<file path="src/verilog/iic_config_macros.svh">
// ==============================
// bus timing, device addresses and table size
// for the HDMI transmitter configuration master
// include in any file that needs one of these values
// ==============================

`ifndef IIC_CONFIG_MACROS_SVH
`define IIC_CONFIG_MACROS_SVH

// clocks per quarter bit, 200 MHz gives a 30 us bit
`define IIC_PHASE_CYCLES 1500

`define IIC_MUX_ADDR     7'h74  // bus multiplexer
`define IIC_MUX_CHANNEL  8'h20  // channel 5, transmitter side
`define ADV_DEV_ADDR     7'h39  // HDMI transmitter

`define ADV_CFG_ENTRIES  63     // register writes after channel select

`endif

</file>
<file path="src/verilog/iic_pkg.sv">
// ==============================
// I2C bus types shared by the write engine,
// the sequencer and the top level
// ==============================

`default_nettype none

package iic_pkg;

   typedef logic [6:0] dev_addr_t;  // 7-bit target address

   // mux frame is two bytes, register frame is three
   typedef enum logic {
      FRAME_MUX,
      FRAME_REG
   } frame_kind_e;

   typedef enum logic [2:0] {
      IDLE,
      START,
      BIT_LOW,   // scl low, sda updated mid-way
      BIT_HIGH,  // scl high, data valid
      STOP,
      GAP        // bus free time
   } iic_state_e;

endpackage

`default_nettype wire

</file>
<file path="src/verilog/adv_cfg_pkg.sv">
// ==============================
// types for the transmitter register table
// and the configuration sequencer
// ==============================

`default_nettype none

package adv_cfg_pkg;

   typedef logic [5:0] cfg_index_t;  // table position
   typedef logic [7:0] cfg_addr_t;   // register address
   typedef logic [7:0] cfg_data_t;   // register value

   // power-up order of the sequencer
   typedef enum logic [1:0] {
      MUX_RESET,  // multiplexer reset pulse
      MUX_WRITE,  // channel select frame
      REG_WRITE,  // one frame per table entry
      FINISHED
   } seq_state_e;

endpackage

`default_nettype wire

</file>
<file path="src/verilog/adv_cfg_rom.sv">
// ==============================
// transmitter configuration table, register address and value
// per index, read combinationally by the sequencer's index
// entries past the end return zero
// ==============================

`default_nettype none

module adv_cfg_rom (
   input  adv_cfg_pkg::cfg_index_t index,
   output adv_cfg_pkg::cfg_addr_t  reg_addr,
   output adv_cfg_pkg::cfg_data_t  reg_data
);

   logic [15:0] entry;  // {address, data}

   assign reg_addr = entry[15:8];
   assign reg_data = entry[7:0];

   always_comb begin
      case (index)
         6'd0:    entry = {8'h41, 8'h10};  // power up
         6'd1:    entry = {8'h0B, 8'hC7};  // spdif
         6'd2:    entry = {8'h14, 8'h02};  // 16-bit audio words
         6'd3:    entry = {8'h15, 8'h00};  // 24-bit rgb 4:4:4 in
         6'd4:    entry = {8'h16, 8'h32};  // 8-bit colour, rising edge
         6'd5:    entry = {8'h17, 8'h60};  // sync polarity low
         6'd6:    entry = {8'h3C, 8'h02};  // vic
         6'd7:    entry = {8'h0A, 8'h10};  // audio select
         6'd8:    entry = {8'h55, 8'h00};  // rgb out
         6'd9:    entry = {8'h73, 8'h01};  // two audio channels
         6'd10:   entry = {8'h9D, 8'h60};  // pixel clock undivided
         6'd11:   entry = {8'hAF, 8'h06};  // hdmi mode, no hdcp
         // sync generator timing
         6'd12:   entry = {8'hD7, 8'h04};
         6'd13:   entry = {8'hD8, 8'h03};
         6'd14:   entry = {8'hD9, 8'hE0};
         6'd15:   entry = {8'hDA, 8'h24};
         6'd16:   entry = {8'hDB, 8'h06};
         6'd17:   entry = {8'hF9, 8'h00};  // fixed i2c address
         // fixed registers
         6'd18:   entry = {8'h3B, 8'hE0};
         6'd19:   entry = {8'h44, 8'h00};
         6'd20:   entry = {8'h48, 8'h00};
         6'd21:   entry = {8'h94, 8'hC0};
         6'd22:   entry = {8'h96, 8'h00};
         6'd23:   entry = {8'h98, 8'h03};
         6'd24:   entry = {8'h99, 8'h02};
         6'd25:   entry = {8'h9A, 8'hE0};
         6'd26:   entry = {8'h9B, 8'h18};
         6'd27:   entry = {8'h9C, 8'h30};
         6'd28:   entry = {8'h9F, 8'h00};
         6'd29:   entry = {8'hA1, 8'h00};
         6'd30:   entry = {8'hA2, 8'hA4};
         6'd31:   entry = {8'hA3, 8'hA4};
         6'd32:   entry = {8'hA4, 8'h08};
         6'd33:   entry = {8'hA5, 8'h04};
         6'd34:   entry = {8'hA6, 8'h00};
         6'd35:   entry = {8'hA7, 8'h00};
         6'd36:   entry = {8'hA8, 8'h00};
         6'd37:   entry = {8'hA9, 8'h00};
         6'd38:   entry = {8'hAA, 8'h00};
         6'd39:   entry = {8'hAB, 8'h40};
         6'd40:   entry = {8'hB9, 8'h00};
         6'd41:   entry = {8'hBA, 8'h10};
         6'd42:   entry = {8'hBB, 8'h00};
         6'd43:   entry = {8'hC7, 8'h00};
         6'd44:   entry = {8'hCD, 8'h00};
         6'd45:   entry = {8'hCE, 8'h01};
         6'd46:   entry = {8'hCF, 8'h04};
         6'd47:   entry = {8'hD0, 8'h3C};
         6'd48:   entry = {8'hD1, 8'hFF};
         6'd49:   entry = {8'hD2, 8'h80};
         6'd50:   entry = {8'hD3, 8'h80};
         6'd51:   entry = {8'hD4, 8'h80};
         6'd52:   entry = {8'hD5, 8'h00};
         6'd53:   entry = {8'hD6, 8'h00};
         6'd54:   entry = {8'hDC, 8'h00};
         6'd55:   entry = {8'hDD, 8'h00};
         6'd56:   entry = {8'hDE, 8'h10};
         6'd57:   entry = {8'hDF, 8'h01};
         6'd58:   entry = {8'hE0, 8'h3C};
         6'd59:   entry = {8'hE2, 8'h00};
         6'd60:   entry = {8'hE3, 8'h00};
         6'd61:   entry = {8'hE4, 8'h60};
         6'd62:   entry = {8'hFA, 8'h00};
         default: entry = 16'h0000;
      endcase
   end

endmodule

`default_nettype wire

</file>
<file path="src/verilog/iic_write_engine.sv">
// ==============================
// write-only I2C master for one frame at a time
// start pulse loads the frame, busy stays high
// through stop and the bus-free gap
// ==============================

`default_nettype none

`include "iic_config_macros.svh"

module iic_write_engine #(
   parameter int phase_cycles = `IIC_PHASE_CYCLES
) (
   input  logic                    clk,
   input  logic                    rst,
   input  logic                    start,
   input  iic_pkg::frame_kind_e    kind,
   input  adv_cfg_pkg::cfg_addr_t  reg_addr,
   input  adv_cfg_pkg::cfg_data_t  reg_data,
   output logic                    busy,
   output logic                    scl,
   output logic                    sda
);

   localparam int phase_w = (phase_cycles > 1) ? $clog2(phase_cycles) : 1;
   localparam int frame_bits = 27;
   localparam logic [4:0] mux_last = 5'd17;  // 2 bytes + 2 acks
   localparam logic [4:0] reg_last = 5'd26;  // 3 bytes + 3 acks

   iic_pkg::iic_state_e     state;
   logic [phase_w-1:0]      phase_cnt;
   logic                    phase_end;
   logic [1:0]              step;       // phase within the state
   logic [4:0]              bit_cnt;
   logic [4:0]              frame_last;
   logic [frame_bits-1:0]   shift_q;
   logic [frame_bits-1:0]   frame_load;
   iic_pkg::dev_addr_t      dev_addr;
   adv_cfg_pkg::cfg_addr_t  second_byte;

   assign busy = (state != iic_pkg::IDLE);
   assign phase_end = (phase_cnt == phase_w'(phase_cycles - 1));

   // device address and mux data follow from the frame kind
   assign dev_addr = (kind == iic_pkg::FRAME_MUX) ? `IIC_MUX_ADDR : `ADV_DEV_ADDR;
   assign second_byte = (kind == iic_pkg::FRAME_MUX) ? `IIC_MUX_CHANNEL : reg_addr;

   // addr + write, byte, byte, each followed by a released ack
   // mux frames stop after the second ack
   assign frame_load = {dev_addr, 1'b0, 1'b1, second_byte, 1'b1, reg_data, 1'b1};

   always_ff @(posedge clk or posedge rst) begin
      if (rst) begin
         phase_cnt <= '0;
      end else if (state == iic_pkg::IDLE || phase_end) begin
         phase_cnt <= '0;
      end else begin
         phase_cnt <= phase_cnt + 1'b1;
      end
   end

   always_ff @(posedge clk) begin
      if (state == iic_pkg::IDLE && start) begin
         shift_q <= frame_load;
         frame_last <= (kind == iic_pkg::FRAME_MUX) ? mux_last : reg_last;
      end else if (state == iic_pkg::BIT_LOW && phase_end && step == 2'd0) begin
         shift_q <= {shift_q[frame_bits-2:0], 1'b1};  // msb went to sda
      end
   end

   always_ff @(posedge clk or posedge rst) begin
      if (rst) begin
         state <= iic_pkg::IDLE;
         step <= 2'd0;
         bit_cnt <= 5'd0;
         scl <= 1'b1;
         sda <= 1'b1;
      end else begin
         case (state)
            iic_pkg::IDLE: begin
               step <= 2'd0;
               bit_cnt <= 5'd0;
               if (start) begin
                  state <= iic_pkg::START;
               end
            end
            iic_pkg::START: begin
               if (phase_end) begin
                  if (step == 2'd0) begin
                     sda <= 1'b0;  // start condition, scl still high
                     step <= 2'd1;
                  end else begin
                     scl <= 1'b0;
                     step <= 2'd0;
                     state <= iic_pkg::BIT_LOW;
                  end
               end
            end
            iic_pkg::BIT_LOW: begin
               if (phase_end) begin
                  if (step == 2'd0) begin
                     sda <= shift_q[frame_bits-1];  // mid low half
                     step <= 2'd1;
                  end else begin
                     scl <= 1'b1;
                     step <= 2'd0;
                     state <= iic_pkg::BIT_HIGH;
                  end
               end
            end
            iic_pkg::BIT_HIGH: begin
               if (phase_end) begin
                  if (step == 2'd0) begin
                     step <= 2'd1;
                  end else begin
                     scl <= 1'b0;
                     step <= 2'd0;
                     if (bit_cnt == frame_last) begin
                        state <= iic_pkg::STOP;
                     end else begin
                        bit_cnt <= bit_cnt + 1'b1;
                        state <= iic_pkg::BIT_LOW;
                     end
                  end
               end
            end
            iic_pkg::STOP: begin
               if (phase_end) begin
                  step <= step + 1'b1;
                  case (step)
                     2'd0:    sda <= 1'b0;
                     2'd1:    scl <= 1'b1;
                     2'd2:    sda <= 1'b1;  // stop condition
                     default: state <= iic_pkg::GAP;
                  endcase
               end
            end
            default: begin
               // bus free, both lines high for four phases
               if (phase_end) begin
                  step <= step + 1'b1;
                  if (step == 2'd3) begin
                     state <= iic_pkg::IDLE;
                  end
               end
            end
         endcase
      end
   end

endmodule

`default_nettype wire

</file>
<file path="src/verilog/cfg_sequencer.sv">
// ==============================
// power-up order: mux reset, channel select,
// then one register frame per table entry
// done holds once the last frame has left the bus
// ==============================

`default_nettype none

`include "iic_config_macros.svh"

module cfg_sequencer (
   input  logic                    clk,
   input  logic                    rst,
   input  logic                    busy,
   output logic                    start,
   output iic_pkg::frame_kind_e    kind,
   output adv_cfg_pkg::cfg_index_t index,
   output logic                    iic_mux_rst,
   output logic                    done
);

   localparam adv_cfg_pkg::cfg_index_t last_index =
      adv_cfg_pkg::cfg_index_t'(`ADV_CFG_ENTRIES - 1);

   adv_cfg_pkg::seq_state_e state;
   logic                    busy_q;
   logic                    frame_done;

   assign frame_done = busy_q & ~busy;  // engine finished its gap
   assign done = (state == adv_cfg_pkg::FINISHED);

   // mux held in reset until the first edge after rst
   always_ff @(posedge clk or posedge rst) begin
      if (rst) begin
         iic_mux_rst <= 1'b0;
         busy_q <= 1'b0;
      end else begin
         iic_mux_rst <= 1'b1;
         busy_q <= busy;
      end
   end

   always_ff @(posedge clk or posedge rst) begin
      if (rst) begin
         state <= adv_cfg_pkg::MUX_RESET;
         start <= 1'b0;
         kind <= iic_pkg::FRAME_MUX;
         index <= '0;
      end else begin
         start <= 1'b0;
         case (state)
            adv_cfg_pkg::MUX_RESET: begin
               if (iic_mux_rst) begin
                  start <= 1'b1;
                  kind <= iic_pkg::FRAME_MUX;
                  state <= adv_cfg_pkg::MUX_WRITE;
               end
            end
            adv_cfg_pkg::MUX_WRITE: begin
               if (frame_done) begin
                  start <= 1'b1;  // table entry 0
                  kind <= iic_pkg::FRAME_REG;
                  state <= adv_cfg_pkg::REG_WRITE;
               end
            end
            adv_cfg_pkg::REG_WRITE: begin
               if (frame_done) begin
                  if (index == last_index) begin
                     state <= adv_cfg_pkg::FINISHED;
                  end else begin
                     index <= index + 1'b1;
                     start <= 1'b1;
                  end
               end
            end
            default: state <= adv_cfg_pkg::FINISHED;  // stay put
         endcase
      end
   end

endmodule

`default_nettype wire

</file>
<file path="src/verilog/iic_config_top.sv">
// ==============================
// HDMI transmitter configuration master
// drives the mux reset, scl and sda after reset
// and raises done when the table is written
// ==============================

`default_nettype none

`include "iic_config_macros.svh"

module iic_config_top #(
   parameter int phase_cycles = `IIC_PHASE_CYCLES
) (
   input  logic clk,
   input  logic rst,
   output logic scl,
   output logic sda,
   output logic iic_mux_rst,
   output logic done
);

   logic                    start;
   logic                    busy;
   iic_pkg::frame_kind_e    kind;
   adv_cfg_pkg::cfg_index_t index;
   adv_cfg_pkg::cfg_addr_t  reg_addr;
   adv_cfg_pkg::cfg_data_t  reg_data;

   cfg_sequencer u_sequencer (
      .clk         (clk),
      .rst         (rst),
      .busy        (busy),
      .start       (start),
      .kind        (kind),
      .index       (index),
      .iic_mux_rst (iic_mux_rst),
      .done        (done)
   );

   adv_cfg_rom u_rom (
      .index    (index),
      .reg_addr (reg_addr),
      .reg_data (reg_data)
   );

   iic_write_engine #(
      .phase_cycles (phase_cycles)
   ) u_engine (
      .clk      (clk),
      .rst      (rst),
      .start    (start),
      .kind     (kind),
      .reg_addr (reg_addr),
      .reg_data (reg_data),
      .busy     (busy),
      .scl      (scl),
      .sda      (sda)
   );

endmodule

`default_nettype wire

</file>
<file path="config.mk">
export PLATFORM = sky130hd
export DESIGN_NAME = iic_config_top
export DESIGN_NICKNAME = d
export VERILOG_FILES = /design/src/verilog/iic_pkg.sv /design/src/verilog/adv_cfg_pkg.sv /design/src/verilog/adv_cfg_rom.sv /design/src/verilog/iic_write_engine.sv /design/src/verilog/cfg_sequencer.sv /design/src/verilog/iic_config_top.sv
export VERILOG_INCLUDE_DIRS = /design/src /design/src/verilog
export SDC_FILE = /design/constraint.sdc
export NUM_CORES = 1
export LEC_CHECK = 0
export BUFFER_PORTS_ARGS = -buffer_cell sky130_fd_sc_hd__buf_4
export CORE_ASPECT_RATIO = 0.75
export CORE_MARGIN = 5
export CORE_UTILIZATION = 50
export CTS_BUF_LIST = sky130_fd_sc_hd__clkbuf_16
export DETAILED_ROUTE_END_ITERATION = 16
export GPL_ROUTABILITY_DRIVEN = 0
export PLACE_DENSITY = 0.69
export SLEW_MARGIN = 10
export SYNTH_ARGS = -nofsm -noshare
export SYNTH_HDL_FRONTEND = slang
export SYNTH_SLANG_ARGS = --single-unit
export TNS_END_PERCENT = 20
</file>
<file path="constraint.sdc">
create_clock -name clk -period 2.5 [get_ports clk]
set_clock_uncertainty 0.2 [all_clocks]
set_input_delay 0.25 -clock clk [delete_from_list [all_inputs] [get_ports clk]]
set_output_delay 0.25 -clock clk [all_outputs]
set_load 0.03 [all_outputs]
</file>
==> results of run 1 <==
per-stage QoR:
step                      hold slack, ns  area [um^2]  total power, mW  std cells  utilization
final                             0.2611         4801            5.082        599       0.5984
after global routing              0.2785         4801            5.376        599       0.5984
after floorplan                   0.2028         4170            2.962        480            -
after detailed placement          0.2101         4447            3.676        582       0.5543
after global placement            0.2092         4447            3.643        582       0.5543
after CTS                         0.2552         4780            5.039        599       0.5958
critical path, cell delays in order (launching register included):
cell	delay [ns]
dfrtp_1	0.49
or4b_4	0.61
a2111oi_4	0.50
nand3_1	0.25
xnor2_1	0.18
power breakdown:
group / switching, mW / total (mW) / internal, mW / leakage [nW]
Combinational: 1.41 / 2.24 / 0.830 / 1.03
Clock: 0.494 / 1.34 / 0.846 / 0.161
Sequential: 0.145 / 1.50 / 1.36 / 0.720
Total: 2.05 / 5.08 / 3.04 / 1.91
worst min-delay path by stage:
stage | start | endpoint | slack (ns)
3_5_place_dp | rst | u_sequencer.iic_mux_rst | 0.21
6_report | u_engine.shift_q[17] | u_engine.shift_q[18] | 0.26
3_3_place_gp | rst | u_sequencer.iic_mux_rst | 0.21
2_1_floorplan | rst | u_engine.bit_cnt[0] | 0.20
4_1_cts | u_engine.shift_q[17] | u_engine.shift_q[18] | 0.26
5_1_grt | u_engine.shift_q[8] | u_engine.shift_q[9] | 0.28
sequential cells by signal (all words and copies together) (netlist names), 2 cells and up:
register,count
u_engine.state,3
u_engine.phase_cnt,11
u_sequencer.index,6
u_engine.bit_cnt,5
u_engine.shift_q,26
u_engine.frame_last,2
u_sequencer.state,2
u_engine.step,2
repair_timing:
item / 4_1_cts / 5_1_grt
endpoints found under the hold margin: 33 / 0
setup endpoints to repair: 0 / 2
hold buffers: 1 / 0
resized for setup: 0 / 3
metal layers:
| metal | vias to the layer above | track usage | share of wire |
|---|---|---|---|
| li1 | 1765 | - | - |
| met1 | 1817 | 0.3325 | 0.46 |
| met2 | 177 | 0.3377 | 0.43 |
| met3 | 14 | 0.07645 | 0.096 |
| met4 | 0 | 0.06503 | 0.010 |
| met5 | - | 0 | 0 |
cell usage after synthesis (3+ instances only):
cell       instances  area (um^2)
mux2i_1            7        70.07
o31ai_1            5        37.54
o2111ai_1          3        26.28
nor3b_1            3        22.52
a31oi_1           12        75.07
buf_1              6        22.52
xor2_1             5        43.79
nand2_1           57        214.0
nand3_1           15        75.07
and2_1             6        37.54
a32o_1             4        40.04
mux2_2             3        33.78
and3_1             4        25.02
edfxtp_1          25        750.7
o221ai_1           3        26.28
nor4_1             4        25.02
or2_2              3        18.77
o211ai_1           4        30.03
nand2b_1           4        25.02
nor2b_1            6        37.54
dfrtp_1           33        825.8
inv_1             22        82.58
buf_2              6        30.03
a211oi_1           9        67.56
nor2_1            34        127.6
dfxtp_1            3        60.06
clkbuf_1          28        105.1
xnor2_1           12        105.1
nor3_1            11        55.05
or3_1              3        18.77
o21ai_0           50        250.2
a21oi_1           29        145.1
ha_1              16        200.2
cell type report:
class | count | area, um^2 | area share
Multi-Input combinational cell | 355 | 2262 | 0.4712
Sequential cell | 63 | 1689 | 0.3518
Timing Repair Buffer | 38 | 312.8 | 0.06516
Clock buffer | 10 | 250.2 | 0.05212
Tap cell | 105 | 131.4 | 0.02737
Inverter | 22 | 82.58 | 0.01720
Clock inverter | 6 | 72.57 | 0.01512
cell families after synthesis:
group | count (synthesis) | synth area share
buffers and inverters | 62 | 0.05761
DFF | 63 | 0.4050
and+or+nand+nor | 163 | 0.1929
other | 1 | 0.0008992
AOI/OAI and AO/OA | 147 | 0.2295
adders and majority gates | 16 | 0.04800
muxes | 11 | 0.03030
xor gates and xnor gates | 17 | 0.03570
==> summary.md, run 1 <==
| Metric | Value |
|---|---|
| R2R depth | 4 |
| Post-CTS setup repair buffer count | 0 |
| 1st-pass router iterations | 5 |
| Syn Area/Cell | ~8.7 um^2 |
| Share of cells above drive strength 1 | 0.1397 |
| Via Count | ~3800 |
| Final setup margin | 0.1439 ns |
| Power density over the cells | ~1100 mW/mm^2 |
| Worst r2r dst | u_sequencer.index[4] |
| Setup crit end | u_sequencer.index[4] |
| Initial Util | 0.5198 |
| Final setup fails | 0 |
| Relative slew slack | 0.6260 |
| Vias in the first global route | approximately 3600 |
| Post-DR wirelength/cell | ~19 um |
| Place WS | about 0.13 ns |
| Synth Instances | 480 |
| Ant. Diodes | 0 |
| Max-cap violations | 0 |
| CTS tree | yes |
| Maximum VDD drop | approximately 0.60 mV |
| Final Cycle Share | 0.9424 |
| Clock Tree Root | clkbuf_16 |
| Final setup TNS | 0 ns |
| Post-synth EDFFs | 25 |
| Antenna-violating nets left | 0 |
| H-tree depth | 3 |
| Largest buffer count on any clock path | 2 |
| Total CTS buffers | 9 |
| Largest net degree at the start of global routing | 54 |
| Syn nets | around 500 |
| Fmax | between 400 and 500 MHz |
| Startpoint types | flip-flop |
| Clock transition at the registers of the reported paths | about 0.060 ns |
| Area growth syn-to-layout | 15.12% |
| Yosys warnings | 0 |
| Vert. Die Dim | 89.09 um |
| Most common cell after layout, fill and taps aside | nand2_1 |
| Netlist Area Pre-Place | 0.004170 mm^2 |
| Nets | ~510 |
| Initial antenna violation count | 0 |
| DR iter-0 viols | approximately 550 |
| Hold Fails Final Rpt | 0 |
| Clk_lat worst skew | between 0.3 and 0.4 ns |
| Row count | 28 |
| CP startpoint | u_engine.state[1] |
| Most frequent cells in the layout | nand2_1 (57), o21ai_0 (50), buf_4 (35) |
| Critical Path Sink Type | flip-flop |
| Max Transition Viols Final | 0 |
| Top_reg_cell synth | dfrtp_1 |
| Placeable Area | 0.008023 mm^2 |
| Reg2Reg Setup Slack | ~0.14 ns |
| RSZ-0062 raised after global routing | false |
| Global-route wire length before repair | 18.53 mm |
| Critical Path RT | 2.51 ns |
| Final min period | between 2 and 2.5 ns |
| DIE AREA | 0.01029 mm^2 |
| Filler Cells Inserted | between 600 and 700 |
| Ports | 6 |
| GRT Util Overall | 0.2323 |
| CP max FO | 10 |
| Worst Hold Class | reg2reg |
| Final HPWL DP | between 7 and 8 mm |
| Routed vias/inst | 6.299 |
| Leak Pwr | roughly 1.9 nW |
| Hold path cells | 2 |
| Post-synth ARST share | 0.5556 |
| DRC violations left | 0 |
| Worst Path Arrival | roughly 2.4 ns |
| Setup CP Type | reg2reg |
| Total grt overflow | 0 |
| Chip width | around 120 um |
| Post-synthesis sequential area ratio | 0.4050 |
| Netlist cell types | 68 |
| Reg2reg start | u_engine.state[1] |
| FF+latch count, synth | 63 |
| # port buffers | 5 |
| CTS Sinks | between 60 and 70 |
| Least-Margin Pin Slew | approximately 0.56 ns |
| Outcome | finished clean |
| Routed wire length | between 10 and 15 mm |
Power figures use the tool's default switching activity.
==> run 2, diff against run 1 <==
--- a/config.mk
+++ b/config.mk
@@ -6,6 +6,7 @@
 export SDC_FILE = /design/constraint.sdc
 export NUM_CORES = 1
 export LEC_CHECK = 0
+export ABC_AREA = 1
 export BUFFER_PORTS_ARGS = -buffer_cell sky130_fd_sc_hd__buf_4
 export CORE_ASPECT_RATIO = 0.75
 export CORE_MARGIN = 5
==> run 2 against run 1 <==
  * Register-to-register slack better by 0.07 ns
  * Synthesized cell count is 29% higher
  * Worst hold slack worse by 0.0023 ns
  * Cell count is 25% higher
  * Worst setup slack better by 0.070 ns
  * Total power is 18% lower
  * First-iteration DRC count is 4.4% higher
  * Core utilization is 2.5 points lower
  * Clock power is 4% lower
  * Critical endpoint is now u_engine.shift_q[11]
  * Largest power group unchanged
==> summary.md, run 2 <==
| Metric | Value |
|---|---|
| Outcome | finished clean |
| Post-DR wirelength/cell | 14.55 um |
| Initial antenna violation count | 0 |
| Syn Area/Cell | roughly 7 um^2 |
| Most used cell, CP | nand2_1 |
| Total CTS buffers | 9 |
| Place WS | approximately 0.29 ns |
| Final min period | between 2 and 2.5 ns |
| Final Cycle Share | 0.9145 |
| Max-cap violations | 0 |
| Routed vias/inst | between 5 and 6 |
| Cell with the most instances after synthesis | nand2_1 |
| FF+latch count, synth | 63 |
| CTS Sinks | 63 |
| Post-synth EDFFs | 25 |
| Leak Pwr | ~2.4 nW |
| Global-route wire length before repair | about 18 mm |
| DR iter-0 viols | 573 |
| Placeable Area | around 0.0085 mm^2 |
| GRT Util Overall | 0.2060 |
| Final setup fails | 0 |
| Final setup TNS | 0 ns |
| Most common cell after layout, fill and taps aside | nand2_1 |
| Relative slew slack | 0.6219 |
| H-tree depth | 3 |
| Largest buffer count on any clock path | 2 |
| Max incr delay on CP | approximately 0.52 ns |
| Yosys warnings | 0 |
| Row count | 29 |
| Worst path cell trace | clkinv_1 > ha_1 > inv_1 > nand2_1 > nand2_1 > nand2_1 > nand2_1 > nand2_1 > nand2_1 > nand2_1 > nand3_1 > nand2_1 |
| Filler Cells Inserted | between 700 and 800 |
| Ports | 6 |
| Final Instance Area | just under 0.005 mm^2 |
| FF/Latch Area | approximately 0.0017 mm^2 |
| Leading area contributor after synthesis | dfrtp_1 |
| Final setup margin | about 0.21 ns |
| Area growth syn-to-layout | 11.79% |
| Largest registers | u_engine.shift_q: 26 flops, u_engine.phase_cnt: 11 flops, u_sequencer.index: 6 flops |
| Cts hold-fix bufs | 1 |
| Critical Path Sink Type | flip-flop |
| Multi-input logic area | between 0.002 and 0.0025 mm^2 |
| Routed wire length | around 11 mm |
| Nets | about 650 |
| Worst Path Buf+Inv | 2 |
| Total grt overflow | 0 |
| CP max FO | 8 |
| Startpoint types | flip-flop |
| Least-Margin Pin Slew | roughly 0.57 ns |
| Pwr Total | approximately 4.2 mW |
| Ant. Diodes | 0 |
| Power density over the cells | 855.4 mW/mm^2 |
| Cts repair resizes | 0 |
| Post-synthesis sequential area ratio | 0.3880 |
| DIE AREA | roughly 0.011 mm^2 |
| Clock transition at the registers of the reported paths | 0.06 ns |
| Antenna-violating nets left | 0 |
| Synth cell count leaders | nand2_1 (197), nor2_1 (70), inv_1 (60), nand3_1 (57), dfrtp_1 (33) |
| Chip width | between 100 and 150 um |
| Area post-placement | between 0.004 and 0.005 mm^2 |
| Area contributors post-synth | dfrtp_1 (19%), edfxtp_1 (17%), nand2_1 (17%), nand3_1 (6.6%), nor2_1 (6.0%) |
| Worst Hold Class | reg2reg |
| Clk_lat worst skew | roughly 0.33 ns |
| Clock Tree Root | clkbuf_16 |
| Max Transition Viols Final | 0 |
| Top_reg_cell synth | dfrtp_1 |
| Post-CTS setup repair buffer count | 0 |
| Hold WS | ~0.26 ns |
| Register with the most flip-flops | u_engine.shift_q |
| Largest net degree at the start of global routing | 36 |
| Fmax | 437.4 MHz |
| Share of cells above drive strength 1 | 0.1158 |
| Critical Path RT | between 2 and 2.5 ns |
| DP Cell Count | between 700 and 800 |
| Synth top area share | 0.1897 |
| Setup CP Type | reg2reg |
| RSZ-0062 raised after global routing | false |
| Initial Util | 0.5127 |
| Slowest cell on the critical path | dfrtp_1 |
| CP top delay family | simple AND/OR/NAND/NOR gates |
| Maximum VDD drop | 0.4577 mV |
| Vias in the first global route | 3723 |
| Final HPWL DP | ~8.0 mm |
| Post-synth ARST share | 0.5556 |
| Via Count | around 4100 |
| Netlist Area Pre-Place | between 0.004 and 0.005 mm^2 |
| # port buffers | 5 |
| Worst Path Arrival | ~2.2 ns |
| CTS tree | yes |
| DRC violations left | 0 |
| Syn nets | ~640 |
| Core Util, Final | 0.5731 |
| Netlist cell types | 42 |
| Synth Instances | 617 |
| Final non-filler cell total | 747 |
| 1st-pass router iterations | 6 |
| Largest register FFs | 26 |
| Hold Fails Final Rpt | 0 |
| Vert. Die Dim | 90.81 um |
| Most frequent cells in the layout | nand2_1 (197), nor2_1 (70), inv_1 (60) |
==> run 2: tightest hold or removal path, delay by kind of cell (launching register included) <==
family	cells	cell delay, ns
simple gates	2	0.11
flops	1	0.31
==> run 2: cell type report <==
class / instances / share of cell area
Inverter: 70 / 0.05400
Sequential cell: 63 / 0.3471
Tap cell: 108 / 0.02777
Timing Repair Buffer: 27 / 0.04474
Multi-Input combinational cell: 463 / 0.4631
Clock buffer: 10 / 0.05143
Clock inverter: 6 / 0.01183
==> run 2: kinds of logic (layout without fill, tap and decap cells) <==
| kind of cell | Yosys count | in the layout | share of synthesized area |
|---|---|---|---|
| buffers and inverters | 91 | 113 | 0.09428 |
| xor gates and xnor gates | 8 | 8 | 0.01610 |
| adders and majority gates | 16 | 16 | 0.04599 |
| and+or+nand+nor | 363 | 363 | 0.3619 |
| AOI/OAI and AO/OA | 75 | 75 | 0.09285 |
| other | 1 | 1 | 0.0008615 |
| DFF | 63 | 63 | 0.3880 |
==> run 2: report_power, final <==
part	switching, mW	total [mW]	internal, mW	leakage (nW)
logic	1.09	1.59	0.493	1.56
clock network	0.455	1.28	0.824	0.155
registers	0.124	1.30	1.17	0.705
==> run 2: worst paths after layout <==
check	start	end	slack, ns	cells past startpoint
worst max-delay path	u_sequencer.index[0]	u_engine.shift_q[11]	0.21	12
worst min-delay path	u_engine.shift_q[8]	u_engine.shift_q[9]	0.26	2
worst max register to register	u_sequencer.index[0]	u_engine.shift_q[11]	0.21	12
worst min register to register	u_engine.shift_q[8]	u_engine.shift_q[9]	0.26	2
max in group asynchronous	rst	u_engine.sda	1.37	4
min in group asynchronous	rst	u_engine.bit_cnt[4]	0.38	4
==> run 2: metal layers <==
metal	GRT usage	vias to the layer above	wire (um)
met3	0.08516	28	1282
met5	0	-	0
li1	-	2009	-
met4	0.05922	0	191
met2	0.2745	220	4309
met1	0.3020	1838	5087
==> run 3, diff against run 2 <==
--- a/config.mk
+++ b/config.mk
@@ -15,6 +15,7 @@
 export DETAILED_ROUTE_END_ITERATION = 16
 export GPL_ROUTABILITY_DRIVEN = 0
 export PLACE_DENSITY = 0.69
+export RECOVER_POWER = 25
 export SLEW_MARGIN = 10
 export SYNTH_ARGS = -nofsm -noshare
 export SYNTH_HDL_FRONTEND = slang
==> run 3 against run 2 <==
  * Critical path depth unchanged
  * Routed wire length shrank 0.75%
  * Maximum frequency shrank 0.19%
  * Sequential share of layout area barely moved
  * Critical path type unchanged
==> summary.md, run 3 (synthesis results as in run 2) <==
| Metric | Value |
|---|---|
| Outcome | finished clean |
| Final setup TNS | 0 ns |
| Relative slew slack | 0.4147 |
| CTS Sinks | 63 |
| Vias in the first global route | roughly 3700 |
| Via Count | between 4000 and 5000 |
| Total CTS buffers | 9 |
| Total grt overflow | 0 |
| Routed wire length | between 10 and 15 mm |
| CP max FO | 8 |
| Final setup fails | 0 |
| Row count | 29 |
| H-tree depth | 3 |
| Clk_lat worst skew | roughly 0.33 ns |
| Max-cap violations | 0 |
| Max incr delay on CP | between 0.5 and 0.6 ns |
| Clock Tree Root | clkbuf_16 |
| Most common cell after layout, fill and taps aside | nand2_1 |
| Register with the most flip-flops | u_engine.shift_q |
| Setup CP Type | reg2reg |
| Worst Hold Class | reg2reg |
| Cts repair resizes | 0 |
| 1st-pass router iterations | 7 |
| Vert. Die Dim | approximately 91 um |
| Initial Util | 0.5127 |
| Pwr Total | a little over 4 mW |
| Max Transition Viols Final | 0 |
| Routed vias/inst | ~5.4 |
| Most frequent cells in the layout | nand2_1 (197), nor2_1 (70), inv_1 (60) |
| Initial antenna violation count | 0 |
| Clock transition at the registers of the reported paths | 0.06 ns |
| Final non-filler cell total | around 750 |
| Placeable Area | roughly 0.0085 mm^2 |
| Final Cycle Share | 0.9162 |
| Worst path cell trace | clkinv_1 > ha_1 > inv_1 > nand2_1 > nand2_1 > nand2_1 > nand2_1 > nand2_1 > nand2_1 > nand2_1 > nand3_1 > nand2_1 |
| DP Cell Count | 730 |
| Ports | 6 |
| Final setup margin | around 0.21 ns |
| Hold Fails Final Rpt | 0 |
| CTS tree | yes |
| Startpoint types | flip-flop |
| Least-Margin Pin Slew | roughly 0.88 ns |
| Cts hold-fix bufs | 1 |
| Largest net degree at the start of global routing | 36 |
| Final Instance Area | 0.004863 mm^2 |
| Final HPWL DP | 7.994 mm |
| Largest buffer count on any clock path | 2 |
| DR iter-0 viols | roughly 550 |
| Setup crit end | u_engine.shift_q[11] |
| Post-CTS setup repair buffer count | 0 |
| Place WS | ~0.29 ns |
| Slowest cell on the critical path | dfrtp_1 |
| Largest register FFs | 26 |
| Critical Path RT | approximately 2.4 ns |
| Filler Cells Inserted | ~800 |
| Most used cell, CP | nand2_1 |
| Share of cells above drive strength 1 | 0.1158 |
| Global-route wire length before repair | ~18 mm |
| Ant. Diodes | 0 |
| Final min period | 2.291 ns |
| Largest registers | u_engine.shift_q: 26 flops, u_engine.phase_cnt: 11 flops, u_sequencer.index: 6 flops |
| Area post-placement | roughly 0.0045 mm^2 |
| Chip width | 117.7 um |
| Reg2reg start | u_sequencer.index[0] |
| R2R depth | 12 |
| FF/Latch Area | 0.001689 mm^2 |
| CP startpoint | u_sequencer.index[0] |
| # port buffers | 5 |
| Antenna-violating nets left | 0 |
| Worst r2r dst | u_engine.shift_q[11] |
| Critical Path Sink Type | flip-flop |
| Power density over the cells | between 800 and 900 mW/mm^2 |
| RSZ-0062 raised after global routing | false |
| Worst Path Arrival | roughly 2.2 ns |
| Area growth syn-to-layout | 11.73% |
| Nets | 652 |
| Fmax | approximately 440 MHz |
| DRC violations left | 0 |
| GRT Util Overall | 0.2060 |
| Maximum VDD drop | about 0.46 mV |
| Leak Pwr | 2.416 nW |
| Multi-input logic area | roughly 0.0023 mm^2 |
| DIE AREA | between 0.01 and 0.015 mm^2 |
| Post-DR wirelength/cell | ~14 um |
| Reg2Reg Setup Slack | approximately 0.21 ns |
==> run 3: cell types whose count changed in the layout (fill, tap and decap cells not counted) <==
| cell | previous run | this run |
|---|---|---|
| buf_4 | 25 | 23 |
| clkbuf_4 | 0 | 1 |
| clkbuf_2 | 0 | 1 |
==> run 3: where the power goes <==
| part | leakage (nW) | internal [mW] | total (mW) | switching, mW |
|---|---|---|---|---|
| Clock | 0.155 | 0.824 | 1.28 | 0.455 |
| Combinational | 1.56 | 0.492 | 1.58 | 1.09 |
| Sequential | 0.705 | 1.17 | 1.30 | 0.124 |
| Total | 2.42 | 2.49 | 4.16 | 1.67 |
==> run 3: area by class of cell <==
cell class / instances / area share
Multi-Input combinational cell: 463 / 0.4633
Tap cell: 108 / 0.02779
Inverter: 70 / 0.05403
Timing Repair Buffer: 27 / 0.04425
Sequential cell: 63 / 0.3473
Clock buffer: 10 / 0.05145
Clock inverter: 6 / 0.01183
==> run 3: per-layer routing <==
layer / track usage / up-vias / share of wire / wire, um
li1: - / 2005 / - / -
met1: 0.3020 / 1812 / 0.47 / 5082
met2: 0.2745 / 213 / 0.40 / 4277
met3: 0.08516 / 37 / 0.11 / 1238
met4: 0.05922 / 0 / 0.018 / 190
met5: 0 / - / 0 / 0
==> run 3: stage by stage <==
stage | util | hold slack, ns
detailed placement | 0.5357 | 0.1934
global placement | 0.5357 | 0.1831
CTS | 0.5731 | 0.2624
global route | 0.5728 | 0.2826
floorplan | - | 0.2028
finish | 0.5728 | 0.2589
==> run 3: worst min-delay path by stage <==
stage	slack (ns)	from	cells after the start	end
floorplan	0.20	rst	1	u_engine.bit_cnt[0]
global placement	0.18	rst	3	u_engine.bit_cnt[4]
detailed placement	0.19	rst	3	u_sequencer.busy_q
CTS	0.26	u_engine.shift_q[19]	2	u_engine.shift_q[19]
global route	0.28	u_engine.shift_q[19]	2	u_engine.shift_q[19]
finish	0.26	u_engine.shift_q[8]	2	u_engine.shift_q[9]
==> run 3: critical path, delay by kind of cell, from the launching register on <==
kind | cells | cell delay [ns]
simple gates | 9 | 0.59
flops | 1 | 0.52
fa+ha+maj | 1 | 0.38
buf+inv | 2 | 0.35
